File: config.mk
export PLATFORM = sky130hd
export DESIGN_NAME = lsu_exec
export DESIGN_NICKNAME = d
export VERILOG_FILES = /design/src/lsu_pkg.sv /design/src/lsu_exec.sv
export SDC_FILE = /design/constraint.sdc
export NUM_CORES = 1
export LEC_CHECK = 0
export BUFFER_PORTS_ARGS = -buffer_cell sky130_fd_sc_hd__buf_2
export CAP_MARGIN = 20
export CELL_PAD_IN_SITES_DETAIL_PLACEMENT = 1
export CELL_PAD_IN_SITES_GLOBAL_PLACEMENT = 2
export CORE_MARGIN = 2
export CORE_UTILIZATION = 26
export CTS_CLUSTER_DIAMETER = 30
export DETAILED_ROUTE_END_ITERATION = 10
export PLACE_DENSITY = 0.8
export REMOVE_ABC_BUFFERS = 1
export SETUP_SLACK_MARGIN = 0.4
export SKIP_LAST_GASP = 1
export SYNTH_ARGS = -nofsm -noshare
export SYNTH_HDL_FRONTEND = slang
export SYNTH_SLANG_ARGS = --single-unit
File: constraint.sdc
create_clock -name clk -period 6.4 [get_ports clk]
set_input_delay 0.64 -clock clk [delete_from_list [all_inputs] [get_ports clk]]
set_output_delay 0.64 -clock clk [all_outputs]
set_load 0.05 [all_outputs]
File: src/lsu_pkg.sv
// Widths are fixed here; the block is 128 bits and blk_u depends on that, so keep them in step
package lsu_pkg;

  localparam int XLEN = 32;
  localparam int BLOCK_BITS = 128;
  localparam int BLOCK_BYTES = BLOCK_BITS / 8;
  localparam int OFFSET_BITS = $clog2(BLOCK_BYTES);  // Byte offset inside a block
  localparam int TAG_BITS = 4;

  // Dispatcher command encoding
  typedef enum logic [3:0] {
    LB  = 4'd0,
    LH  = 4'd1,
    LW  = 4'd2,
    LBU = 4'd3,
    LHU = 4'd4,
    SB  = 4'd5,
    SH  = 4'd6,
    SW  = 4'd7
  } lsu_cmd_e;

  typedef enum logic [1:0] {
    SZ_B = 2'd0,
    SZ_H = 2'd1,
    SZ_W = 2'd2
  } lsu_size_e;

  // One memory block seen as words or as bytes
  typedef union packed {
    logic [BLOCK_BITS/XLEN-1:0][XLEN-1:0] words;
    logic [BLOCK_BYTES-1:0][7:0] bytes;
  } blk_u;

endpackage

File: src/lsu_exec.sv
// Only the block index bits modulo MEM_BLOCKS reach memory; higher address bits alias
`timescale 1ns/100ps

module lsu_exec #(
  parameter int MEM_BLOCKS = 64
) (
  input  logic                               clk,
  input  logic                               rst,
  input  logic                               dec_valid,
  input  logic [lsu_pkg::XLEN-1:0]           dec_addr,
  input  lsu_pkg::lsu_size_e                 dec_size,
  input  logic                               dec_signed,
  input  logic                               dec_store,
  input  logic [lsu_pkg::BLOCK_BYTES-1:0]    dec_strb,
  input  lsu_pkg::blk_u                      dec_wdata,
  input  logic [lsu_pkg::TAG_BITS-1:0]       dec_tag,
  input  logic                               slot_free,
  output logic                               dec_take,
  output logic                               mem_en,
  output logic                               mem_we,
  output logic [$clog2(MEM_BLOCKS)-1:0]      mem_index,
  output logic [lsu_pkg::BLOCK_BYTES-1:0]    mem_strb,
  output lsu_pkg::blk_u                      mem_wdata,
  output logic                               iss_valid,
  output logic [lsu_pkg::TAG_BITS-1:0]       iss_tag,
  output logic                               iss_store,
  output lsu_pkg::lsu_size_e                 iss_size,
  output logic                               iss_signed,
  output logic [lsu_pkg::OFFSET_BITS-1:0]    iss_offset
);

  localparam int IDX_W = $clog2(MEM_BLOCKS);

  logic [lsu_pkg::XLEN-lsu_pkg::OFFSET_BITS-1:0] blk_num;

  // Issue only while the result stage has room for another completion
  assign dec_take = dec_valid && slot_free;
  assign blk_num  = dec_addr[lsu_pkg::XLEN-1:lsu_pkg::OFFSET_BITS];

  always_ff @(posedge clk) begin
    if (rst) begin
      mem_en    <= 1'b0;
      mem_we    <= 1'b0;
      iss_valid <= 1'b0;
    end else begin
      mem_en    <= dec_take;
      mem_we    <= dec_take && dec_store;
      iss_valid <= dec_take;
    end
  end

  always_ff @(posedge clk) begin
    if (dec_take) begin
      mem_index  <= IDX_W'(blk_num % MEM_BLOCKS);
      mem_strb   <= dec_strb;
      mem_wdata  <= dec_wdata;
      iss_tag    <= dec_tag;
      iss_store  <= dec_store;
      iss_size   <= dec_size;
      iss_signed <= dec_signed;
      iss_offset <= dec_addr[lsu_pkg::OFFSET_BITS-1:0];  // Byte lane for load extraction
    end
  end

  a_we_needs_en: assert property (@(posedge clk) disable iff (rst)
    mem_we |-> mem_en && mem_strb != '0)
    else $error("lsu_exec: write without enable or byte strobes");

endmodule

### Word level (Yosys, flattened, before mapping)

Index checks and enable logic that the tools add are counted.
W data, S select, Z words.

* register bits after elaboration: 164
* bits of input ports: 188
* output and inout bits: 166
* logic and storage cells: 12

* reduce and logical (&&, ||, !) cells: 2

Operators by type and width (number)
* $logic_and A1 B1 Y1: 2

### Depth between registers and ports, before layout

* depth in word-level cells: 2
* mapped depth: 1
* gate-level depth less buffers: 1

### Worst setup path after synthesis

OpenSTA, ideal clock, no wires.

* path kind: input-to-output
* start point: in slot_free
* end point: out dec_take
* data arrival time: 4.658 ns
* required time: 5.760 ns
* slack: 1.102 ns
* cell stages on the path: 1
* path buffers: 0
* cells stage by stage: and2_1

* cells in the longest elaborated chain, start to end: 1

RTL lines
* start, declared: line lsu_exec.sv:17 `input logic slot_free,`
* $logic_and A1 B1 Y1: line lsu_exec.sv:37 `assign dec_take = dec_valid && slot_free;`
* end, declared: line lsu_exec.sv:18 `output logic dec_take,`

No other way between the ends.

### Worst setup path after layout

* start point: in dec_valid
* end point: out dec_take

* cells in the longest elaborated chain, start to end: 1

RTL lines
* start, declared: line lsu_exec.sv:9 `input logic dec_valid,`
* $logic_and A1 B1 Y1: line lsu_exec.sv:37

No other way between the ends.

==> metrics.yaml <==
vdd_drop_max_v: 0.000192
synthCells: 168
num-nets-final: 707
slew_headroom: 0.334
min_period_ns: 1.96
slowest_delay_ns: 0.31
drive_gt1_frac: 0.684
antenna_left: 0
fin_hold_ws_ns: 0.396
worstHoldPathType: "in -> reg"
initial_core_util: 0.265
cp.required_ns: 5.76
grt_pass1_vias: 3277
rows: 50
ys_ff_latch: 164
vias_per_cell: 3.99
syn_to_final_growth_pct: 51.0
cts_setup_buffers: 0
hold_end: "mem_index[4]"
min_from: "dec_addr[8]"
fin_crit_sh: 0.306
clkSinkCount: 164
place_hpwl_microns: 10600
status: "finished clean"
worstHoldPathCells: 1
cts_tree: "yes"
wl_per_cell_microns: 17.8
grt_pass1_wl_microns: 19000
fin_area_sq_um: 7460
maxCapViolations: 0
finalWorstSetupSlack_ns: 4.44
ios: 354
dr.pass1.iters: 4
rsz0062_at_grt: "false"
grt_max_degree: 79
die_y_microns: 142
final_cell_mix: "buf_2 (331), edfxtp_1 (162), clkbuf_16 (17)"
remaining_drc_errors: 0
netlist-cell-type-count: 6
cp_slowest_cell: "buf_2"
final_hold_viol_count: 0
fin_tns_setup_ns: 0
cts_max_path_buffers: 2
dp_slack_ns: 4.13
cts_hold_buf: 0
overflow: 0
syn_area_per_cell_sq_um: 29.4
slew_viol_final: 0
regArea_sq_um: 4900
antenna_found_initial: 3
path_cells: "buf_2 -> and2_4 -> buf_2"
multi_input_area_sq_um: 28.8
arrival_ns: 1.32
htreeDepth: 4
wirelength_microns: 13600
grt_usage: 0.131
worst_path_most_repeated_cell: "buf_2"
final_common_cell: "buf_2"
core_sq_um: 18600
cts_root_buf: "clkbuf_16"
path_class: "in -> out"
die_w_microns: 142
setup_viol: 0
nFillCells: 1955
place_area_sq_um: 6900
fmax_ghz: 0.510
ys_warn_count: 0
cellPowerDensity_nw_per_um2: 353
die_area_sq_um: 20100
num_vias: 3061
cts_made_buffers: 17
place_congestion: 0.702
p_leak_nw: 3.13
cp-start-kind: "input pin"
yosysSeqAreaShare: 0.993
cp_max_fo: 16
synth_area_sq_um: 4940
post-route-util: 0.400
endpoint_kind: "output port"
drt-initial-drc-count: 144
clk_pin_slew_ns: 0.07
post_cts_resized: 0
worst_slew_pin_slew_ns: 0.999
io_buffers: 331
power by group:
part           switching [mW]  total [mW]  internal, mW
sequential             0.0177        1.28          1.26
clock                   0.422       0.964         0.542
combinational           0.309       0.390        0.0812
how the worst max path moves through the flow:
stage | startpoint | end | slack (ns) | depth (start not counted)
after floorplan | slot_free | dec_take | 1.10 | 1
after global placement | dec_valid | mem_strb[2] | 4.19 | 3
after detailed placement | dec_valid | mem_wdata[35] | 4.13 | 3
after CTS | dec_valid | dec_take | 4.43 | 3
after global routing | dec_valid | dec_take | 4.40 | 3
final | dec_valid | dec_take | 4.44 | 3
sequential cells by signal, indices dropped and copies added, names as in the netlist:
name / count
mem_wdata: 128
iss_signed: 1
iss_offset: 4
iss_valid: 1
mem_strb: 16
iss_tag: 4
mem_we: 1
iss_store: 1
iss_size: 2
mem_index: 6
area by class of cell:
class,instances,area share
Clock buffer,20,0.0586
Antenna cell,1,0.000336
Tap cell,234,0.0393
Sequential cell,164,0.658
Clock inverter,12,0.0161
Timing Repair Buffer,333,0.224
Multi-Input combinational cell,3,0.00386
critical path: cells and delay by family:
family,cells,cell delay (ns)
buffers and inverters,2,0.41
and+or+nand+nor,1,0.27
metal layers:
layer  up-vias  track usage  wire length, microns
met4         0       0.0563                   223
met1      1471        0.141                  4970
li1       1387            -                     -
met5         -            0                     0
met3        16       0.0543                  1290
met2       187        0.227                  7150
synthesized netlist by cell type:
cell / count / area share
and2_1: 1 / 0.0013
and3b_2: 1 / 0.0020
and4b_1: 1 / 0.0020
buf_4: 1 / 0.0015
dfxtp_1: 2 / 0.0081
edfxtp_1: 162 / 0.99
cells by family after synthesis:
group	Yosys count	synth area share
buffers and inverters	1	0.00152
flip-flops	164	0.993
AND/OR/NAND/NOR	3	0.00532
stage by stage:
step,power (mW),cells
after floorplan,1.57,167
after global placement,1.69,734
after detailed placement,1.70,734
after CTS,2.67,766
after global routing,2.73,767
final,2.63,767
Power figures use the tool's default switching activity.
