## config.mk

```make
export PLATFORM = sky130hd
export DESIGN_NAME = lsu_req_queue
export DESIGN_NICKNAME = d
export VERILOG_FILES = /design/src/lsu_pkg.sv /design/src/lsu_req_queue.sv
export SDC_FILE = /design/constraint.sdc
export NUM_CORES = 1
export LEC_CHECK = 0
export BUFFER_PORTS_ARGS = -buffer_cell sky130_fd_sc_hd__buf_4
export CAP_MARGIN = 20
export CORE_UTILIZATION = 55
export DETAILED_ROUTE_END_ITERATION = 7
export PLACE_DENSITY = 0.74
export RECOVER_POWER = 100
export SETUP_SLACK_MARGIN = 0.1
export SLEW_MARGIN = 10
export SYNTH_ARGS = -nofsm -noshare
export SYNTH_HDL_FRONTEND = slang
export SYNTH_SLANG_ARGS = --single-unit
```

## constraint.sdc

```tcl
create_clock -name clk -period 7.1 [get_ports clk]
set_clock_uncertainty 0.05 [all_clocks]
set_input_delay 1.42 -clock clk [delete_from_list [all_inputs] [get_ports clk]]
set_output_delay 1.42 -clock clk [all_outputs]
set_load 0.01 [all_outputs]
```

## src/lsu_pkg.sv

```systemverilog
// Widths are fixed here; the block is 128 bits and blk_u depends on that, so keep them in step
package lsu_pkg;

  localparam int XLEN = 32;
  localparam int BLOCK_BITS = 128;
  localparam int BLOCK_BYTES = BLOCK_BITS / 8;
  localparam int OFFSET_BITS = $clog2(BLOCK_BYTES);  // Byte offset inside a block
  localparam int TAG_BITS = 4;

  // Dispatcher command encoding
  typedef enum logic [3:0] {
    LB  = 4'd0,
    LH  = 4'd1,
    LW  = 4'd2,
    LBU = 4'd3,
    LHU = 4'd4,
    SB  = 4'd5,
    SH  = 4'd6,
    SW  = 4'd7
  } lsu_cmd_e;

  typedef enum logic [1:0] {
    SZ_B = 2'd0,
    SZ_H = 2'd1,
    SZ_W = 2'd2
  } lsu_size_e;

  // One memory block seen as words or as bytes
  typedef union packed {
    logic [BLOCK_BITS/XLEN-1:0][XLEN-1:0] words;
    logic [BLOCK_BYTES-1:0][7:0] bytes;
  } blk_u;

endpackage

```

## src/lsu_req_queue.sv

```systemverilog
// Needs QUEUE_DEPTH >= 2; the dispatcher must hold a credit per push, overflow is not handled
`timescale 1ns/100ps

module lsu_req_queue #(
  parameter int QUEUE_DEPTH = 4
) (
  input  logic                          clk,
  input  logic                          rst,
  input  logic                          req_valid,
  input  lsu_pkg::lsu_cmd_e             req_cmd,
  input  logic [lsu_pkg::XLEN-1:0]      req_base,
  input  logic [11:0]                   req_offset,
  input  logic [lsu_pkg::XLEN-1:0]      req_wdata,
  input  logic [lsu_pkg::TAG_BITS-1:0]  req_tag,
  input  logic                          q_pop,
  output logic                          q_valid,
  output lsu_pkg::lsu_cmd_e             q_cmd,
  output logic [lsu_pkg::XLEN-1:0]      q_base,
  output logic [11:0]                   q_offset,
  output logic [lsu_pkg::XLEN-1:0]      q_wdata,
  output logic [lsu_pkg::TAG_BITS-1:0]  q_tag,
  output logic                          req_credit
);

  localparam int PTR_W = $clog2(QUEUE_DEPTH);
  localparam int CNT_W = $clog2(QUEUE_DEPTH + 1);

  lsu_pkg::lsu_cmd_e              cmd_mem    [QUEUE_DEPTH];
  logic [lsu_pkg::XLEN-1:0]       base_mem   [QUEUE_DEPTH];
  logic [11:0]                    offset_mem [QUEUE_DEPTH];
  logic [lsu_pkg::XLEN-1:0]       wdata_mem  [QUEUE_DEPTH];
  logic [lsu_pkg::TAG_BITS-1:0]   tag_mem    [QUEUE_DEPTH];
  logic [PTR_W-1:0] wr_ptr, rd_ptr;
  logic [CNT_W-1:0] count;

  always_ff @(posedge clk) begin
    if (req_valid) begin
      cmd_mem[wr_ptr]    <= req_cmd;
      base_mem[wr_ptr]   <= req_base;
      offset_mem[wr_ptr] <= req_offset;
      wdata_mem[wr_ptr]  <= req_wdata;
      tag_mem[wr_ptr]    <= req_tag;
    end
  end

  always_ff @(posedge clk) begin
    if (rst) begin
      wr_ptr     <= '0;
      rd_ptr     <= '0;
      count      <= '0;
      req_credit <= 1'b0;
    end else begin
      if (req_valid)
        wr_ptr <= (wr_ptr == PTR_W'(QUEUE_DEPTH - 1)) ? '0 : wr_ptr + 1'b1;
      if (q_pop)
        rd_ptr <= (rd_ptr == PTR_W'(QUEUE_DEPTH - 1)) ? '0 : rd_ptr + 1'b1;
      count      <= count + CNT_W'(req_valid) - CNT_W'(q_pop);
      req_credit <= q_pop;  // One credit back per entry popped
    end
  end

  assign q_valid  = (count != '0);
  assign q_cmd    = cmd_mem[rd_ptr];
  assign q_base   = base_mem[rd_ptr];
  assign q_offset = offset_mem[rd_ptr];
  assign q_wdata  = wdata_mem[rd_ptr];
  assign q_tag    = tag_mem[rd_ptr];

  // Dispatcher credit accounting keeps pushes off a full queue
  a_no_overflow: assert property (@(posedge clk) disable iff (rst)
    req_valid |-> count < CNT_W'(QUEUE_DEPTH))
    else $error("lsu_req_queue: push while full");
  a_no_underflow: assert property (@(posedge clk) disable iff (rst) q_pop |-> q_valid)
    else $error("lsu_req_queue: pop while empty");

endmodule

```

# After elaboration in Yosys (flattened, before gate mapping)
# Memory sizes are Yosys's and may differ from the RTL's. A register that Yosys moved wholly into a read port is not among the register bits.
# Cells that the tools add are included.
# W data, S select, Z words.
[totals] in_bits=88 reg_bits=8 n_memories=5 word_cells=30 ram_bits=336
[op_classes] reduce_logical=1 eq_ne=2 n_mux=14 add_sub_neg=4
[mem_list] name="base_mem" words=4 word_bits=32 read_ports=1 rd_clocked_by_memory_dff=1 write_ports=1 line_no="lsu_req_queue.sv:29" text="logic [lsu_pkg::XLEN-1:0] base_mem [QUEUE_DEPTH];"
[mem_list] name="wdata_mem" words=4 word_bits=32 read_ports=1 rd_clocked_by_memory_dff=1 write_ports=1 line_no="lsu_req_queue.sv:31" text="logic [lsu_pkg::XLEN-1:0] wdata_mem [QUEUE_DEPTH];"
[mem_list] name="offset_mem" words=4 word_bits=12 read_ports=1 rd_clocked_by_memory_dff=1 write_ports=1 line_no="lsu_req_queue.sv:30" text="logic [11:0] offset_mem [QUEUE_DEPTH];"
[mem_list] name="cmd_mem" words=4 word_bits=4 read_ports=1 rd_clocked_by_memory_dff=1 write_ports=1 line_no="lsu_req_queue.sv:28" text="lsu_pkg::lsu_cmd_e cmd_mem [QUEUE_DEPTH];"
[mem_list] name="tag_mem" words=4 word_bits=4 read_ports=1 rd_clocked_by_memory_dff=1 write_ports=1 line_no="lsu_req_queue.sv:32" text="logic [lsu_pkg::TAG_BITS-1:0] tag_mem [QUEUE_DEPTH];"
[ops] operator="$mux W2" count=12
[ops] operator="$add A2 B1 Y2 const B" count=2
[ops] operator="$eq A2 B2 Y1 const B" count=2
[ops] operator="$add A3 B1 Y3" count=1
[ops] operator="$reduce_bool A3 Y1" count=1
[ops] operator="$sub A3 B1 Y3" count=1
[ops] operator="$mux W1" count=2

# Depth between registers and ports, before layout
# Gate-level depths: netlist (run 1).
[depth] depth_word=4 depth_mapped=8 depth_no_buf=8

# Least setup slack after synthesis (run 1)
# OpenSTA, ideal clock, no wires.
[synth_path] path_type="input -> register" from="input port req_valid" to="memory base_mem[0][0] in the netlist's numbering (enable)" arrival_time_ns=3.372 cell_stages=1 path_slack_ns=3.226 t_required_ns=6.599 path_cell_list="and2_1"
[synth_between] elab_chain_len=2
[synth_lines] item="start, declared" line_no="lsu_req_queue.sv:9" text="input logic req_valid,"
[synth_lines] item="$mux W1" line_no="lsu_req_queue.sv:37" text="if (req_valid) begin"
[synth_lines] item="$mux W1 (not written as such)" line_no="lsu_req_queue.sv:39" text="base_mem[wr_ptr] <= req_base;"
[synth_lines] item="end, declared" line_no="lsu_req_queue.sv:29"
# No other way between the ends.

==> reports/qor.csv, run 1 <==
stage,metric,value,unit
logic_synthesis,synth_seq_cells,346,
timing,slew_viol_final,333,
pwr,p_clk_share,39.9,%
logic_synthesis,yosysWarnings,0,
global_routing,track_usage,19.5,%
routing,post_drt_wl_per_cell,22.3,um
hold_path,min_from,wr_ptr[0],
pwr,intPower,3.58,mW
logic_synthesis,synth_top_area_share,80.2,%
global_routing,grt_busiest_layer,met2,
floorplan,std_cell_rows,54,
global_routing,globalRoute.totalOverflow,0,
worst_setup_path,regToRegSetupSlack,2.80,ns
pwr,irDropWorstVdd,0.000233,V
clocking,hold_buffers,0,
floorplan,die_w,153,um
hold_path,holdPathStages,2,
floorplan,initial_core_util,56.8,%
global_routing,antenna_found_initial,0,
pwr,combPwrFrac,7.6,%
clocking,clk_pin_slew_worst_paths,0.06,ns
worst_setup_path,end_kind,output port,
status,violations,"capacitance limit, slew limit",
timing,min_period_over_period,71.5,%
floorplan,core-area,0.0222,mm2
clocking,cts_made_buffers,36,
clocking,root_buffer,clkbuf_16,
logic_synthesis,yosysTopAreaCell,edfxtp_1,
routing,totalWireLength,22000,um
clocking,cts_sinks,346,
timing,setup_viol,0,
timing,hold_violations,0,
pwr,power_density,307,mW/mm2
clocking,cts_setup_buffers,0,
cells_and_area,fin_util,66.1,%
logic_synthesis,yosysUniqueCellTypes,19,
pwr,swShare,20.5,%
timing,layout_setup_ws,2.02,ns
placement,dp_hpwl,12700,um
cells_and_area,synthToLayoutAreaGrowth,16.4,%
logic_synthesis,synth_fp_nets,577,
cells_and_area,nets,777,
floorplan,dieArea,0.0235,mm2
status,status,finished with violations,
clocking,clockBufferDepth,3,
floorplan,io_pins,174,
timing,timing.fmax,197,MHz
logic_synthesis,syn_area_per_cell,26.2,um2
timing,max_slew.worst_pin.slew,2.48,ns
worst_setup_path,startpoint_type,flop,
run,drv_cap,8,
clocking,post_cts_resized,0,
worst_setup_path,cp.required,5.63,ns
logic_synthesis,synth_area,0.0126,mm2
pwr,p_sw,0.923,mW
routing,vias,5621,
global_routing,grt_max_degree,54,
global_routing,grt_pass1_wl,34200,um
logic_synthesis,syn_inst,481,
placement,io_buffers,173,
floorplan,die_y,153,um
timing,slew_headroom,-65.4,%
worst_setup_path,worstPathArrival,3.61,ns
worst_setup_path,critPathKind,reg -> out,
routing,drt_first_pass_iters,4,
global_routing,grt_pass1_vias,6119,
placement,routabilityCongestion,0.701,
timing,fin_crit,5.08,ns
pwr,leakagePower,4.58,nW
clocking,cts_max_level,2,
global_routing,met3_usage,4.76,%
timing,tns,0,ns
hold_path,hp-class,reg -> reg,
timing,rsz0062_at_grt,false,
hold_path,hold_end,wr_ptr[0],
worst_setup_path,worstRegToRegCells,4,
routing,ant_nets,0,
placement,dp_slack,3.48,ns
cells_and_area,mostFrequentLayoutCells,"edfxtp_1, clkbuf_1, mux4_2",
global_routing,use_met2,31.4,%
worst_setup_path,r2r-end,wdata_mem[0][14],
global_routing,grtUsageMet1,26.7,%
worst_setup_path,cp_max_fo,38,
clocking,clock_latency,0.50,ns
routing,drc,0,
cells_and_area,final_common_cell,edfxtp_1,
logic_synthesis,ys_top_cells_by_area,"edfxtp_1, mux4_2, dfxtp_1",
routing,via_per_inst,5.70,
worst_setup_path,reg2reg_from,wr_ptr[0],
cells_and_area,final_layout_size_suffix_gt1_share,21.0,%
routing,initialDrtViolationCount,316,
logic_synthesis,seq_area_frac_synth,81.8,%
clocking,tritoncts,built,
pwr,power_frac_seq,52.5,%
cells in the mapped netlist:
cell and count:
or3b_2 2, buf_6 7, xnor3_1 1, edfxtp_1 336, inv_1 5, a21oi_1 2
dfxtp_1 10, mux4_2 84, or3_1 1, ha_1 7, clkbuf_1 2, fa_1 1
buf_4 2, buf_2 7, and2_1 4, mux2i_1 2, nand2b_1 2, nor2b_1 2
nor2_1 4
cell families after synthesis:
logic type / Yosys count / share of synthesized area (%)
flops: 346 / 81.8
fa+ha+maj: 8 / 0.855
simple gates: 15 / 0.706
buf+inv: 23 / 1.23
compound gates: 2 / 0.0795
mux: 86 / 15.2
xor+xnor: 1 / 0.179
worst max-delay path, stage by stage, from the launching register on:
cell and delay [ns]:
dfxtp_1 0.95, clkbuf_2 1.29, mux4_2 0.67, clkbuf_1 0.16
layout make-up:
cell class | instances | area (um2)
repair buffers | 180 | 704
flip-flops and latches | 346 | 10300
inverters | 5 | 18.8
diodes | 1 | 2.50
well taps | 280 | 350
multi-input cells | 112 | 2140
clock buffers | 46 | 960
fillers | 1588 | 7510
clock inverters | 17 | 181
per-stage QoR:
step	power [mW]	cells	instance area (um2)	hold slack, ns
after detailed placement	2.82	923	14200	0.469
after floorplan	2.62	481	12600	0.419
after global routing	4.66	986	14700	0.518
after CTS	4.62	986	15300	0.477
after global placement	2.81	923	14200	0.440
final	4.51	987	14700	0.483
sequential cells by signal, indices dropped and copies added, names as in the netlist, named ones only:
register / flops
rd_ptr: 2
cmd_mem: 16
tag_mem: 16
base_mem: 128
offset_mem: 48
wr_ptr: 2
req_credit: 1
count: 3
wdata_mem: 128
power groups by stage:
stage	registers [mW]	logic, mW	clock network, mW
finish	2.37	0.341	1.80
global route	2.37	0.371	1.92
global placement	2.40	0.408	0
floorplan	2.39	0.225	0
detailed placement	2.41	0.418	0
CTS	2.36	0.421	1.84
how the worst max path moves through the flow:
stage               slack [ns]  cells past startpoint        endpoint
CTS                       2.94                      3     q_wdata[11]
finish                    2.02                      3     q_wdata[11]
global route              1.59                      3     q_wdata[11]
global placement          3.51                      3     q_wdata[11]
floorplan                 3.23                      1  base_mem[0][0]
detailed placement        3.48                      3     q_wdata[11]
layer usage:
layer	share of wire (%)	wire length (um)	vias up
li1	-	-	2464
met5	0	0	-
met1	41	9080	2910
met3	8.3	1830	36
met4	1.8	405	0
met2	49	10700	211
(Power assumes the default switching activity.)
==> run 2: changes to the inputs <==
clock period = 4.9 ns   (was 7.1 ns; I/O delays follow)
==> reports/qor.csv, run 2 (synthesis results as in run 1) <==
stage,metric,value,unit,change
status,status,finished with violations,,
status,violations,"capacitance limit, slew limit",,
timing,rsz0062_at_grt,false,,
clocking,cts_setup_buffers,0,,unchanged
routing,drt_first_pass_iters,4,,unchanged
clocking,cts_made_buffers,35,,-2.8%
placement,placed_area,0.0142,mm2,about the same
timing,fin_crit,3.94,ns,
clocking,cts_max_level,2,,unchanged
clocking,clock_latency,0.49,ns,about the same
routing,drc,0,,unchanged
timing,max_slew.worst_pin.slew,1.67,ns,-0.806 ns
pwr,leakagePower,4.57,nW,about the same
clocking,clk_pin_slew_worst_paths,0.06,ns,about the same
cells_and_area,postLayoutCellArea,0.0147,mm2,about the same
routing,vias,5600,,-0.37%
cells_and_area,n_antenna_cell,0,,-1
timing,slew_viol_final,78,,-77%
routing,via_per_inst,5.69,,about the same
routing,routed-wl-met3,1780,um,-2.6%
worst_setup_path,regToRegSetupSlack,1.82,ns,-0.98 ns
cells_and_area,multi_input_area,0.00215,mm2,+0.35%
routing,ant_nets,0,,unchanged
timing,timing.fmax,254,MHz,
cells_and_area,final_layout_size_suffix_gt1_share,21.0,%,+0.060 points
clocking,cts_sinks,346,,unchanged
floorplan,die_y,153,um,unchanged
cells_and_area,seqCellArea,0.0103,mm2,about the same
floorplan,std_cell_rows,54,,unchanged
global_routing,grt_max_degree,64,,+19%
cells_and_area,reg_top3,"base_mem (128), wdata_mem (128), offset_mem (48)",,
worst_setup_path,r2r-end,base_mem[1][12],,
routing,highest_layer,met4,,
worst_setup_path,cp_max_fo,52,,+37%
floorplan,io_pins,174,,unchanged
clocking,root_buffer,clkbuf_16,,
routing,totalWireLength,22700,um,+3.3%
hold_path,min_from,rd_ptr[0],,
global_routing,grt_pass1_wl,34900,um,+1.9%
clocking,post_cts_resized,0,,unchanged
placement,io_buffers,173,,unchanged
routing,post_drt_wl_per_cell,23.1,um,+3.6%
placement,routabilityCongestion,0.721,,+2.8%
routing,met2_length,11800,um,+10%
global_routing,antenna_found_initial,0,,unchanged
worst_setup_path,worstRegToRegCells,4,,unchanged
floorplan,dieArea,0.0235,mm2,unchanged
placement,placed_cells,923,,unchanged
cells_and_area,mostFrequentLayoutCells,"edfxtp_1, clkbuf_1, mux4_2",,
worst_setup_path,critPathKind,reg -> out,,
clocking,tritoncts,built,,
timing,setup_viol,0,,unchanged
pwr,power_density,444,mW/mm2,+45%
worst_setup_path,worstPathArrival,2.91,ns,-0.70 ns
worst_setup_path,end_kind,output port,,
cells_and_area,synthToLayoutAreaGrowth,16.5,%,about the same
placement,dp_hpwl,13200,um,+3.4%
worst_setup_path,startpoint_type,flop,,
worst_setup_path,cp.required,3.87,ns,-1.76 ns
hold_path,holdPathStages,2,,unchanged
pwr,irDropWorstVdd,0.000304,V,+31%
global_routing,globalRoute.totalOverflow,0,,unchanged
floorplan,core-area,0.0222,mm2,unchanged
floorplan,die_w,153,um,unchanged
timing,hold_violations,0,,unchanged
routing,m1WireLength,8800,um,-3.1%
timing,tns,0,ns,unchanged
global_routing,grt_pass1_vias,6211,,+1.5%
clocking,clockBufferDepth,3,,unchanged
cells_and_area,fin_cells,984,,-0.30%
timing,min_period_over_period,80.4,%,
cells_and_area,nets,776,,-0.13%
clocking,hold_buffers,0,,unchanged
cells_and_area,fill_cells,1538,,-3.1%
worst_setup_path,reg2reg_from,wr_ptr[1],,
floorplan,initial_core_util,56.8,%,unchanged
hold_path,hp-class,reg -> reg,,
run,drv_cap,3,,-5
cells_and_area,fin_util,66.2,%,about the same
global_routing,track_usage,20.2,%,+0.70 points
routing,initialDrtViolationCount,278,,-12%
timing,slew_headroom,-11.5,%,+54 points
cells_and_area,final_common_cell,edfxtp_1,,
==> run 2: worst max-delay path by stage <==
stage                     slack, ns  startpoint             end  depth (start not counted)
final                          0.96        flop     q_offset[1]                          3
after global routing           0.67        flop     q_offset[1]                          3
after CTS                      1.21        flop     q_offset[1]                          3
after detailed placement       1.75        flop      q_base[25]                          3
after global placement         1.77        flop      q_base[25]                          3
after floorplan                1.47   req_valid  base_mem[0][0]                          1
==> run 2: through the flow <==
step / setup slack, ns / total power [mW] / hold WS, ns
2_1_floorplan: 1.47 / 3.79 / 0.419
3_3_place_gp: 1.77 / 4.07 / 0.435
3_5_place_dp: 1.75 / 4.10 / 0.452
4_1_cts: 1.21 / 6.69 / 0.459
5_1_grt: 0.670 / 6.73 / 0.498
6_report: 0.959 / 6.52 / 0.459
==> run 2: where the power goes <==
group,internal [mW],leakage (nW),switching (mW)
registers,3.38,3.17,0.0559
logic,0.214,0.844,0.272
clock network,1.58,0.560,1.01
total,5.18,4.57,1.34
==> run 2: critical path, cell delays in order (launching register included) <==
cell and delay [ns]:
dfxtp_2 1.12, buf_12 0.43, mux4_2 0.60, clkbuf_1 0.18
==> run 2: cell type report <==
cell class | count | share of cell area, %
Tap cell | 280 | 2.39
Multi-Input combinational cell | 112 | 14.7
Sequential cell | 346 | 70.2
Clock buffer | 41 | 6.42
Inverter | 5 | 0.128
Clock inverter | 20 | 1.35
Timing Repair Buffer | 180 | 4.85
==> run 2: layer usage <==
layer  global-route usage, %  up-vias
li1                        -     2461
met1                    25.8     2900
met2                    34.5      211
met3                    5.16       28
met4                    5.53        0
met5                       0        -
