--- src/lsu_pkg.sv ---
// Widths are fixed here; the block is 128 bits and blk_u depends on that, so keep them in step
package lsu_pkg;

  localparam int XLEN = 32;
  localparam int BLOCK_BITS = 128;
  localparam int BLOCK_BYTES = BLOCK_BITS / 8;
  localparam int OFFSET_BITS = $clog2(BLOCK_BYTES);  // Byte offset inside a block
  localparam int TAG_BITS = 4;

  // Dispatcher command encoding
  typedef enum logic [3:0] {
    LB  = 4'd0,
    LH  = 4'd1,
    LW  = 4'd2,
    LBU = 4'd3,
    LHU = 4'd4,
    SB  = 4'd5,
    SH  = 4'd6,
    SW  = 4'd7
  } lsu_cmd_e;

  typedef enum logic [1:0] {
    SZ_B = 2'd0,
    SZ_H = 2'd1,
    SZ_W = 2'd2
  } lsu_size_e;

  // One memory block seen as words or as bytes
  typedef union packed {
    logic [BLOCK_BITS/XLEN-1:0][XLEN-1:0] words;
    logic [BLOCK_BYTES-1:0][7:0] bytes;
  } blk_u;

endpackage

--- src/lsu_decode.sv ---
// Halfword and word accesses must be naturally aligned; misaligned ones only trip an assertion
`timescale 1ns/100ps

module lsu_decode (
  input  logic                             clk,
  input  logic                             rst,
  input  logic                             q_valid,
  input  lsu_pkg::lsu_cmd_e                q_cmd,
  input  logic [lsu_pkg::XLEN-1:0]         q_base,
  input  logic [11:0]                      q_offset,
  input  logic [lsu_pkg::XLEN-1:0]         q_wdata,
  input  logic [lsu_pkg::TAG_BITS-1:0]     q_tag,
  input  logic                             dec_take,
  output logic                             q_pop,
  output logic                             dec_valid,
  output logic [lsu_pkg::XLEN-1:0]         dec_addr,
  output lsu_pkg::lsu_size_e               dec_size,
  output logic                             dec_signed,
  output logic                             dec_store,
  output logic [lsu_pkg::BLOCK_BYTES-1:0]  dec_strb,
  output lsu_pkg::blk_u                    dec_wdata,
  output logic [lsu_pkg::TAG_BITS-1:0]     dec_tag
);

  logic [lsu_pkg::XLEN-1:0]        eff_addr;
  logic [lsu_pkg::OFFSET_BITS-1:0] off;
  lsu_pkg::lsu_size_e              size;
  logic [lsu_pkg::BLOCK_BYTES-1:0] strb;
  lsu_pkg::blk_u                   wdata_rep;

  assign q_pop    = q_valid && (!dec_valid || dec_take);
  assign eff_addr = q_base + {{(lsu_pkg::XLEN - 12){q_offset[11]}}, q_offset};  // Wraps mod 2^32
  assign off      = eff_addr[lsu_pkg::OFFSET_BITS-1:0];

  always_comb begin
    case (q_cmd)
      lsu_pkg::LB, lsu_pkg::LBU, lsu_pkg::SB: size = lsu_pkg::SZ_B;
      lsu_pkg::LH, lsu_pkg::LHU, lsu_pkg::SH: size = lsu_pkg::SZ_H;
      default: size = lsu_pkg::SZ_W;
    endcase
  end

  always_comb begin
    strb = '0;
    wdata_rep.words = {(lsu_pkg::BLOCK_BITS / lsu_pkg::XLEN){q_wdata}};
    case (size)
      lsu_pkg::SZ_B: begin
        strb[off] = 1'b1;
        wdata_rep.bytes = {lsu_pkg::BLOCK_BYTES{q_wdata[7:0]}};
      end
      lsu_pkg::SZ_H: begin
        strb[{off[lsu_pkg::OFFSET_BITS-1:1], 1'b0} +: 2] = 2'b11;
        wdata_rep.words = {(lsu_pkg::BLOCK_BITS / 16){q_wdata[15:0]}};
      end
      default: strb[{off[lsu_pkg::OFFSET_BITS-1:2], 2'b00} +: 4] = 4'hf;
    endcase
  end

  always_ff @(posedge clk) begin
    if (rst)
      dec_valid <= 1'b0;
    else if (q_pop)
      dec_valid <= 1'b1;
    else if (dec_take)
      dec_valid <= 1'b0;
  end

  always_ff @(posedge clk) begin
    if (q_pop) begin
      dec_addr   <= eff_addr;
      dec_size   <= size;
      dec_signed <= q_cmd inside {lsu_pkg::LB, lsu_pkg::LH};
      dec_store  <= q_cmd inside {lsu_pkg::SB, lsu_pkg::SH, lsu_pkg::SW};
      dec_strb   <= strb;
      dec_wdata  <= wdata_rep;
      dec_tag    <= q_tag;
    end
  end

  a_aligned: assert property (@(posedge clk) disable iff (rst)
    dec_valid |-> (dec_size == lsu_pkg::SZ_B) ||
                  (dec_size == lsu_pkg::SZ_H && !dec_addr[0]) ||
                  (dec_size == lsu_pkg::SZ_W && dec_addr[1:0] == 2'b00))
    else $error("lsu_decode: misaligned access to %h", dec_addr);

endmodule

--- config.mk ---
export PLATFORM = sky130hd
export DESIGN_NAME = lsu_decode
export DESIGN_NICKNAME = d
export VERILOG_FILES = /design/src/lsu_pkg.sv /design/src/lsu_decode.sv
export SDC_FILE = /design/constraint.sdc
export NUM_CORES = 1
export LEC_CHECK = 0
export ABC_AREA = 1
export BUFFER_PORTS_ARGS = -buffer_cell sky130_fd_sc_hd__clkbuf_2
export CORE_MARGIN = 2
export CORE_UTILIZATION = 53
export CTS_CLUSTER_DIAMETER = 40
export DETAILED_ROUTE_END_ITERATION = 8
export PLACE_DENSITY_LB_ADDON = 0.05
export RECOVER_POWER = 50
export SLEW_MARGIN = 20
export SYNTH_ARGS = -nofsm -noshare
export SYNTH_HDL_FRONTEND = slang
export SYNTH_SLANG_ARGS = --single-unit
--- constraint.sdc ---
create_clock -name clk -period 11.9 [get_ports clk]
set_clock_uncertainty 0.1 [all_clocks]
set_input_delay 0.595 -clock clk [delete_from_list [all_inputs] [get_ports clk]]
set_output_delay 0.595 -clock clk [all_outputs]
set_load 0.005 [all_outputs]
## Word level (Yosys, flattened, before mapping)

Index checks and enable logic that the tools add are counted.

- Logic and storage cells: 44
- Memory bits (writable): 0
- Latch bits: 0
- ROM bits: 0
- Bits in registers: 185
- Output and inout port bits: 186
- Memories kept: 0
- Input bits: 88

- Muxes and demuxes: 7
- Equal/unequal tests: 7
- Add/sub/neg operators: 3
- Shifts and indexed selects: 4
- Div/mod/pow operators: 0
- Bitwise operators: 2
- $mul: 0
- Order comparisons: 2
- Reduce and logical (&&, ||, !) cells: 11

Operators with widths:

| operator | count |
|---|---|
| $pmux W128 S2 | 1 |
| $add A32 B32 Y32 | 1 |
| $and A16 B16 Y16 | 2 |
| $pmux W16 S2 | 1 |
| $eq A4 B3 Y1 const B | 4 |
| $shift A2 B6 Y16 const A | 1 |
| $shift A4 B6 Y16 const A | 1 |
| $shiftx A2 B6 Y16 const A | 1 |
| $shiftx A4 B6 Y16 const A | 1 |
| $neg A4 Y6 | 2 |
| $reduce_or A3 Y1 | 2 |
| $lt A4 B5 Y1 const B | 1 |
| $demux W1 S4 | 1 |
| $eq A4 B1 Y1 const B | 1 |
| $eq A4 B2 Y1 const B | 1 |
| $ge A4 B1 Y1 const B | 1 |
| $logic_not A4 Y1 | 1 |
| $pmux W2 S2 | 1 |
| $reduce_bool A2 Y1 | 2 |
| $mux W1 | 3 |
| $reduce_bool A3 Y1 | 1 |
| $eq A2 B1 Y1 const B | 1 |
| $logic_and A1 B1 Y1 | 2 |
| $logic_not A2 Y1 | 1 |
| 2 further kinds | 2 |

## Logic depth before layout (Yosys ltp)

Gate-level depths: netlist of the first run.

- Word-level depth: 6
- Depth in mapped cells: 13
- Mapped depth without buffers: 13

## Worst setup path before layout of the first run

OpenSTA, ideal clock, no wires.

- Kind: input port to output port
- From: in q_valid
- To: out q_pop
- Stages on the path: 2
- Arrival: 4.960 ns
- Setup slack: 6.245 ns
- Path buffers: 0
- Data required time: 11.205 ns
- Path through: inv_1 a21oi_1

- Longest elaborated chain between the ends: 1

RTL lines:

| item | line | text |
|---|---|---|
| start: declaration | lsu_decode.sv:7 | `input logic q_valid,` |
| $logic_and A1 B1 Y1 | lsu_decode.sv:31 | `assign q_pop = q_valid && (!dec_valid \|\| dec_take);` |
| end: declaration | lsu_decode.sv:14 | `output logic q_pop,` |

No other way between the ends.

## Worst setup path in the final report of the first run

- From: in q_valid
- To: reg dec_wdata[109] (netlist bit) (enable)

- Longest elaborated chain between the ends: 1

RTL lines:

| item | line | text |
|---|---|---|
| $logic_and A1 B1 Y1 | lsu_decode.sv:31 |  |
| end signal: assignment | lsu_decode.sv:75 | `dec_wdata <= wdata_rep;` |
| end: declaration | lsu_decode.sv:21 | `output lsu_pkg::blk_u dec_wdata,` |

No other way between the ends.
A chain may end at the register's enable or synchronous reset.

==> Flow_metrics.wiki, run 1 <==
{| class="wikitable"
! Metric !! Value
|-
| Outcome || complete, but fails checks
|-
| Violated checks || capacitance limit, slew limit
|-
| Peak clock frequency supported by timing || 307 MHz
|-
| Vias in the first global route || just under 5000
|-
| DRT iter0 DRCs || 281
|-
| Worst IR Drop VDD || between 0.05 and 0.06 mV
|-
| Critical Path RT || 11.76 ns
|-
| Initial antenna violation count || 0
|-
| Cell Area, Placed || approximately 0.0073 mm²
|-
| Cell type contributing the most total cell area after synthesis || edfxtp_1
|-
| Num rows || 40
|-
| Slowest stage delay, CP || 1.47 ns
|-
| Origin of the critical flop-to-flop path || dec_valid
|-
| Launching element type of the critical path || input pin
|-
| Global routing usage summed across all routing layers || 0.243
|-
| Routed length per instance || 13.7 µm
|-
| Critical path's slowest cell || a21oi_1
|-
| Maximum number of pins on one net before global-route repair || 70
|-
| Most common cell in the netlist || nand2_1
|-
| CTS-repair resized insts || 0
|-
| Cells traversed along the worst timing path || clkbuf_2 -> inv_1 -> a21oi_1 -> buf_4
|-
| Number of buffers created by CTS || 9
|-
| Layout filler cell count || 1180
|-
| List of most frequent post-synthesis cells || nand2_1 (320), inv_1 (140), buf_4 (98), edfxtp_1 (88), nor2_1 (46)
|-
| Share of synthesized area occupied by flip-flops and latches || 0.408
|-
| Actual slew at the worst max-slew pin || 1.99 ns
|-
| Prevailing post-synth register cell || edfxtp_1
|-
| Number of buffers inserted by post-CTS setup repair || 0
|-
| Clock tree from TritonCTS || yes
|-
| Detailed Route WL || 16300 µm
|-
| Number of pins exceeding their max-slew limit in the final report || 35
|-
| Register-to-register setup slack || 8.65 ns
|-
| Width of the die || 115 µm
|-
| Final routed DRC violation total || 0
|-
| Vias per inst || approximately 4.7
|-
| Chip height || approximately 110 µm
|-
| Number of enable-type register cells in the synthesized netlist || 88
|-
| Vias post-DR || 5615
|-
| Library cells used by synthesis || 34
|-
| Number of optimization iterations in the first detailed-route pass || 5
|-
| Number of cells traversed by the worst register-to-register path || 2
|-
| Number of antenna cells inserted || 0
|-
| Arrival @ worst endpoint || 3.12 ns
|-
| Syn nets || 970
|-
| Area of all placed cells without fillers || 0.00750 mm²
|-
| Global placement routability congestion || 0.904
|-
| Floorplan die area || 0.0132 mm²
|-
| Per-instance average area after synthesis || 7.69 µm²
|-
| Maximum Capacitance Violations || 2
|-
| Share of cells above drive strength 1 || 0.221
|-
| Number of setup violations in the final report || 0
|-
| Final HPWL DP || 13100 µm
|-
| Max-slew headroom at the worst pin || -0.328
|-
| Worst-Skew Late Latency || 0.34 ns
|-
| Hold buffers post-CTS || 0
|-
| Count of warnings emitted by yosys || 0
|-
| H-tree lvl count || 3
|-
| Number of input and output port buffers inserted || 273
|-
| Top cells by area, synth || edfxtp_1 (41%), nand2_1 (18%), buf_4 (11%)
|-
| Number of antenna-violating nets in the routed design || 0
|-
| Synth Register Bits || 89
|-
| Setup repair after global routing missed its margin || no
|-
| FF-to-FF End || dec_wdata[109]
|-
| PD cells || between 100 and 150 mW/mm²
|-
| Utilization after layout || 0.624
|-
| Clock Sinks || 89
|-
| I/O pin count || 274
|-
| Placeable Area || 0.0120 mm²
|-
| Leftover overflow at the end of global routing || 0
|-
| Area growth from synthesis to layout || 14.9%
|-
| Critical path capture point type || flop
|-
| Share of the synthesized area in the top cell type || 0.405
|-
| Initial core utilization || 0.543
|-
| Wire length of the first global-routing pass || 24600 µm
|-
| Worst setup path endpoint || dec_wdata[109]
|-
| Worst hold path type || input pin to flop
|-
| Leak || between 4 and 5 nW
|-
| Worst hold margin || about 0.3 ns
|-
| Clk pin slew, worst setup/hold paths || 0.07 ns
|-
| Final hold viol count || 0
|-
| Final Net Count || between 1000 and 1500
|-
| Clk buf depth || 2
|-
| Netlist area before placement || about 0.0065 mm²
|-
| Fraction of registers with async set or reset after synthesis || 0
|-
| Peak fanout along the critical path || 69
|-
| Ratio of final minimum period to clock period || 0.274
|-
| Classification of the worst setup path || input pin to flop
|-
| Cell chosen for the clock root || clkbuf_16
|-
| Number of standard cells after synthesis || 848
|-
| Post-route setup TNS || 0 ns
|-
| Min Tclk post-route || 3.26 ns
|-
| Source of the critical timing path || q_valid
|}
[cell usage in the layout, fill, tap and decap left out, drive strengths merged]
master    netlist  routed
a21o            2       2
a21oi          22      22
a22oi           4       4
buf           100       4
bufinv          0       1
clkbuf          0     279
clkinv          1       2
clkinvlp        0       3
dfxtp           1       1
edfxtp         88      88
fa              1       1
ha             33      33
inv           145     147
nand2         323     323
nand3          30      30
nand4           3       3
nor2           52      52
nor3            6       6
o211ai          4       4
o21ai          12      12
o21bai          2       2
o31ai           2       2
xnor2           2       2
xor2           15      15
[final cells by class]
class | count | area, µm² | area share
Timing Repair Buffer | 274 | 1270 | 0.170
Inverter | 146 | 552 | 0.0736
Tap cell | 147 | 184 | 0.0245
Clock inverter | 7 | 76.3 | 0.0102
Multi-Input combinational cell | 513 | 2520 | 0.337
Sequential cell | 89 | 2660 | 0.355
Clock buffer | 9 | 225 | 0.0300
[cells by family (layout without fill, tap and decap cells)]
group                    after synthesis  after routing  share of synthesized area
buffers and inverters                246            436                      0.200
AND/OR/NAND/NOR                      414            414                      0.252
adder cells (fa/ha/maj)               34             34                     0.0664
flip-flops                            89             89                      0.408
AO/OA/AOI/OAI                         48             48                     0.0466
XOR/XNOR                              17             17                     0.0263
[flip-flops by register name, indices dropped and copies added, names as in the netlist]
register,cells
dec_store,1
dec_valid,1
dec_strb,16
dec_tag,4
dec_wdata,32
dec_signed,1
dec_size,2
dec_addr,32
[worst max-delay path, delay by kind of cell]
family                 cells  cell delay, ns
AO/OA/AOI/OAI              1            1.47
buffers and inverters      3            0.99
[metrics by stage]
stage / total power, W / setup slack (ns) / cells
3_5_place_dp: 0.000675 / 8.80 / 1169
6_report: 0.000954 / 8.64 / 1185
4_1_cts: 0.000969 / 9.15 / 1185
5_1_grt: 0.00101 / 8.36 / 1185
3_3_place_gp: 0.000673 / 8.84 / 1169
2_1_floorplan: 0.000598 / 6.25 / 848
[per-layer routing]
layer / vias to the layer above / routed length (µm) / track usage
li1: 2915 / - / -
met3: 37 / 829 / 0.0248
met1: 2458 / 6860 / 0.302
met5: - / 0 / 0
met2: 205 / 8090 / 0.433
met4: 0 / 496 / 0.0964
[worst min-delay path by stage]
stage,startpoint,to,slack (ns),cells after the start
detailed placement,dec_valid,dec_valid,0.41,2
CTS,rst,dec_valid,0.29,2
floorplan,dec_valid,dec_valid,0.36,2
finish,rst,dec_valid,0.30,2
global placement,dec_valid,dec_valid,0.40,2
global route,rst,dec_valid,0.31,2
[power by group]
part           switching (W)  internal, W
registers          0.0000172     0.000391
logic               0.000157    0.0000953
clock network       0.000129     0.000164
total               0.000304     0.000651
(Power assumes the default switching activity.)
==> run 2: changes to the inputs <==
--- a/config.mk
+++ b/config.mk
@@ -8,7 +8,7 @@
 export ABC_AREA = 1
 export BUFFER_PORTS_ARGS = -buffer_cell sky130_fd_sc_hd__clkbuf_2
 export CORE_MARGIN = 2
-export CORE_UTILIZATION = 53
+export CORE_UTILIZATION = 49
 export CTS_CLUSTER_DIAMETER = 40
 export DETAILED_ROUTE_END_ITERATION = 8
 export PLACE_DENSITY_LB_ADDON = 0.05
==> constraint.sdc (replaced) <==
create_clock -name clk -period 3.3 [get_ports clk]
set_clock_uncertainty 0.1 [all_clocks]
set_input_delay 0.165 -clock clk [delete_from_list [all_inputs] [get_ports clk]]
set_output_delay 0.165 -clock clk [all_outputs]
set_load 0.005 [all_outputs]
==> Flow_metrics.wiki, run 2 (same netlist as run 1, synthesis figures left out) <==
{| class="wikitable"
! Metric !! Value
|-
| Outcome || finished clean
|-
| Worst hold path type || input pin to flop
|-
| Number of setup violations in the final report || 0 (unchanged)
|-
| Clock Sinks || 89 (unchanged)
|-
| Most common cell after layout, fill and taps aside || nand2_1
|-
| Critical path capture point type || flop
|-
| Final hold viol count || 0 (unchanged)
|-
| Floorplan die area || 0.0142 mm² (+7.9%)
|-
| Max-slew headroom at the worst pin || 0.465 (+0.793)
|-
| Min Tclk post-route || 2.43 ns
|-
| Final Net Count || 1176 (+1.8%)
|-
| Most prevalent standard cell on the critical path || nand2_1
|-
| Chip height || 119 µm (+3.9%)
|-
| Share of cells above drive strength 1 || 0.229 (+0.00833)
|-
| Vias in the first global route || 5217 (+4.9%)
|-
| Number of buffers created by CTS || 9 (unchanged)
|-
| Cell family contributing the most delay on the critical path || adder cells
|-
| Number of pins exceeding their max-slew limit in the final report || 0 (-100%)
|-
| Vias post-DR || 5679 (+1.1%)
|-
| Initial antenna violation count || 0 (unchanged)
|-
| Cells traversed along the worst timing path || clkbuf_2 -> ha_1 -> fa_1 -> xor2_1 -> inv_2 -> ha_1 -> ha_1 -> inv_1 -> nand2_1 -> inv_1 -> nand4_1 -> nand2_1 -> nand2_1 -> nand2_1
|-
| Post-route setup TNS || 0 ns (unchanged)
|-
| Top library cells by usage in the layout, fill and taps aside || nand2_1 (320), clkbuf_2 (203), inv_1 (140)
|-
| Global placement routability congestion || 0.900 (-0.42%)
|-
| Number of cells on the critical path || 14 (+10)
|-
| Launching element type of the critical path || input pin
|-
| Vias per inst || 4.61 (-2.8%)
|-
| Leak || 4.32 nW (+3.9%)
|-
| FF-to-FF End || dec_strb[12]
|-
| Num rows || 42 (+5.0%)
|-
| Final routed DRC violation total || 0 (unchanged)
|-
| Layout filler cell count || 1317 (+12%)
|-
| PD cells || 466 mW/mm² (+270%)
|-
| Worst IR Drop VDD || 0.206 mV (+290%)
|-
| CTS-repair resized insts || 0 (unchanged)
|-
| Detailed Route WL || 16500 µm (+1.5%)
|-
| Peak fanout along the critical path || 5 (-93%)
|-
| Global routing usage summed across all routing layers || 0.230 (-0.0125)
|-
| Actual slew at the worst max-slew pin || 0.802 ns (-1.19 ns)
|-
| DRT iter0 DRCs || 277 (-1.4%)
|-
| Number of antenna-violating nets in the routed design || 0 (unchanged)
|-
| Critical Path RT || 3.31 ns (-8.45 ns)
|-
| Buffers and inverters on the worst path || 4 (+1)
|-
| Width of the die || 119 µm (+3.9%)
|-
| Area growth from synthesis to layout || 20.1%
|-
| Clk buf depth || 2 (unchanged)
|-
| Number of optimization iterations in the first detailed-route pass || 5 (unchanged)
|-
| Setup repair after global routing missed its margin || no
|-
| Register-to-register setup slack || 1.64 ns (-7.01 ns)
|-
| H-tree lvl count || 3 (unchanged)
|-
| Origin of the critical flop-to-flop path || dec_valid
|-
| Clk pin slew, worst setup/hold paths || 0.07 ns (about the same)
|-
| Registers with the most flip-flops || dec_addr x32, dec_wdata x32, dec_strb x16
|-
| Number of input and output port buffers inserted || 273 (unchanged)
|-
| Slowest stage delay, CP || 0.43 ns (-1.04 ns)
|-
| Classification of the worst setup path || input pin to flop
|-
| Routed length per instance || 13.4 µm (-2.4%)
|-
| Maximum Capacitance Violations || 0 (-2)
|-
| Placeable Area || 0.0131 mm² (+9.4%)
|-
| Initial core utilization || 0.496 (-0.0465)
|-
| Number of buffers inserted by post-CTS setup repair || 0 (unchanged)
|-
| Ratio of final minimum period to clock period || 0.738
|-
| Number of cells traversed by the worst register-to-register path || 2 (unchanged)
|-
| Wire length of the first global-routing pass || 25300 µm (+2.9%)
|-
| Final HPWL DP || 13300 µm (+1.1%)
|-
| Post-layout total power || 0.00365 W (+280%)
|-
| Peak clock frequency supported by timing || 411 MHz
|-
| Maximum number of pins on one net before global-route repair || 63 (-10%)
|-
| Worst setup path endpoint || dec_strb[1]
|-
| Critical path's slowest cell || fa_1
|-
| Cell chosen for the clock root || clkbuf_16
|-
| Clock tree from TritonCTS || yes
|-
| Source of the critical timing path || q_base[0]
|-
| Arrival @ worst endpoint || 2.44 ns (-0.68 ns)
|-
| Worst-Skew Late Latency || 0.34 ns (about the same)
|-
| I/O pin count || 274 (unchanged)
|-
| Leftover overflow at the end of global routing || 0 (unchanged)
|-
| Hold buffers post-CTS || 19 (+19)
|-
| Number of antenna cells inserted || 0 (unchanged)
|}
[run 2: cell count changes in the layout (fill, tap and decap cells not counted), moves of 2 or more]
cell and change:
clkbuf_1 -8, dlygate4sd3_1 +19, clkbuf_2 +11, bufinv_16 +3, buf_1 -2, clkinvlp_4 -2
[run 2: tightest hold or removal path, delay by kind of cell]
kind / cells / cell delay, ns
buf+inv: 2 / 0.13
simple gates: 1 / 0.06
compound gates: 1 / 0.05
[run 2: metrics by stage]
step | hold WS [ns] | cells | area (µm²) | setup slack, ns | util
2_1_floorplan | 0.134 | 848 | 6530 | 0.894 | -
3_3_place_gp | 0.237 | 1200 | 7390 | 0.676 | 0.562
3_5_place_dp | 0.235 | 1200 | 7390 | 0.625 | 0.562
4_1_cts | 0.000327 | 1233 | 7930 | 0.993 | 0.604
5_1_grt | 0.0134 | 1233 | 7830 | 0.688 | 0.596
6_report | 0.00979 | 1233 | 7830 | 0.865 | 0.596
[run 2: per-layer routing]
metal	vias to the layer above	GRT usage	routed length, µm
met1	2506	0.266	6810
met5	-	0	0
met3	36	0.0407	761
li1	2957	-	-
met2	180	0.424	8420
met4	0	0.0838	531
[run 2: final cells by class]
type                       instances  area [µm²]  area share
sequential                        89        2660       0.340
inverter                         146         552      0.0704
multi-input combinational        513        2560       0.326
clock inverter                     5         129      0.0165
clock buffer                       9         225      0.0288
timing repair buffer             295        1490       0.190
tap                              176         220      0.0281
[run 2: where the power goes]
group	switching (W)	internal (W)
sequential	0.0000638	0.00141
combinational	0.000567	0.000364
clock	0.000434	0.000811
total	0.00106	0.00258
[run 2: worst min-delay path by stage]
| stage | startpoint | to | slack [ns] | cells after the start |
|---|---|---|---|---|
| global placement | rst | dec_valid | 0.24 | 2 |
| CTS | q_wdata[16] | dec_wdata[112] | 0.0003 | 3 |
| detailed placement | rst | dec_valid | 0.24 | 2 |
| global route | q_wdata[23] | dec_wdata[119] | 0.01 | 3 |
| finish | dec_take | dec_valid | 0.01 | 4 |
| floorplan | rst | dec_valid | 0.13 | 1 |
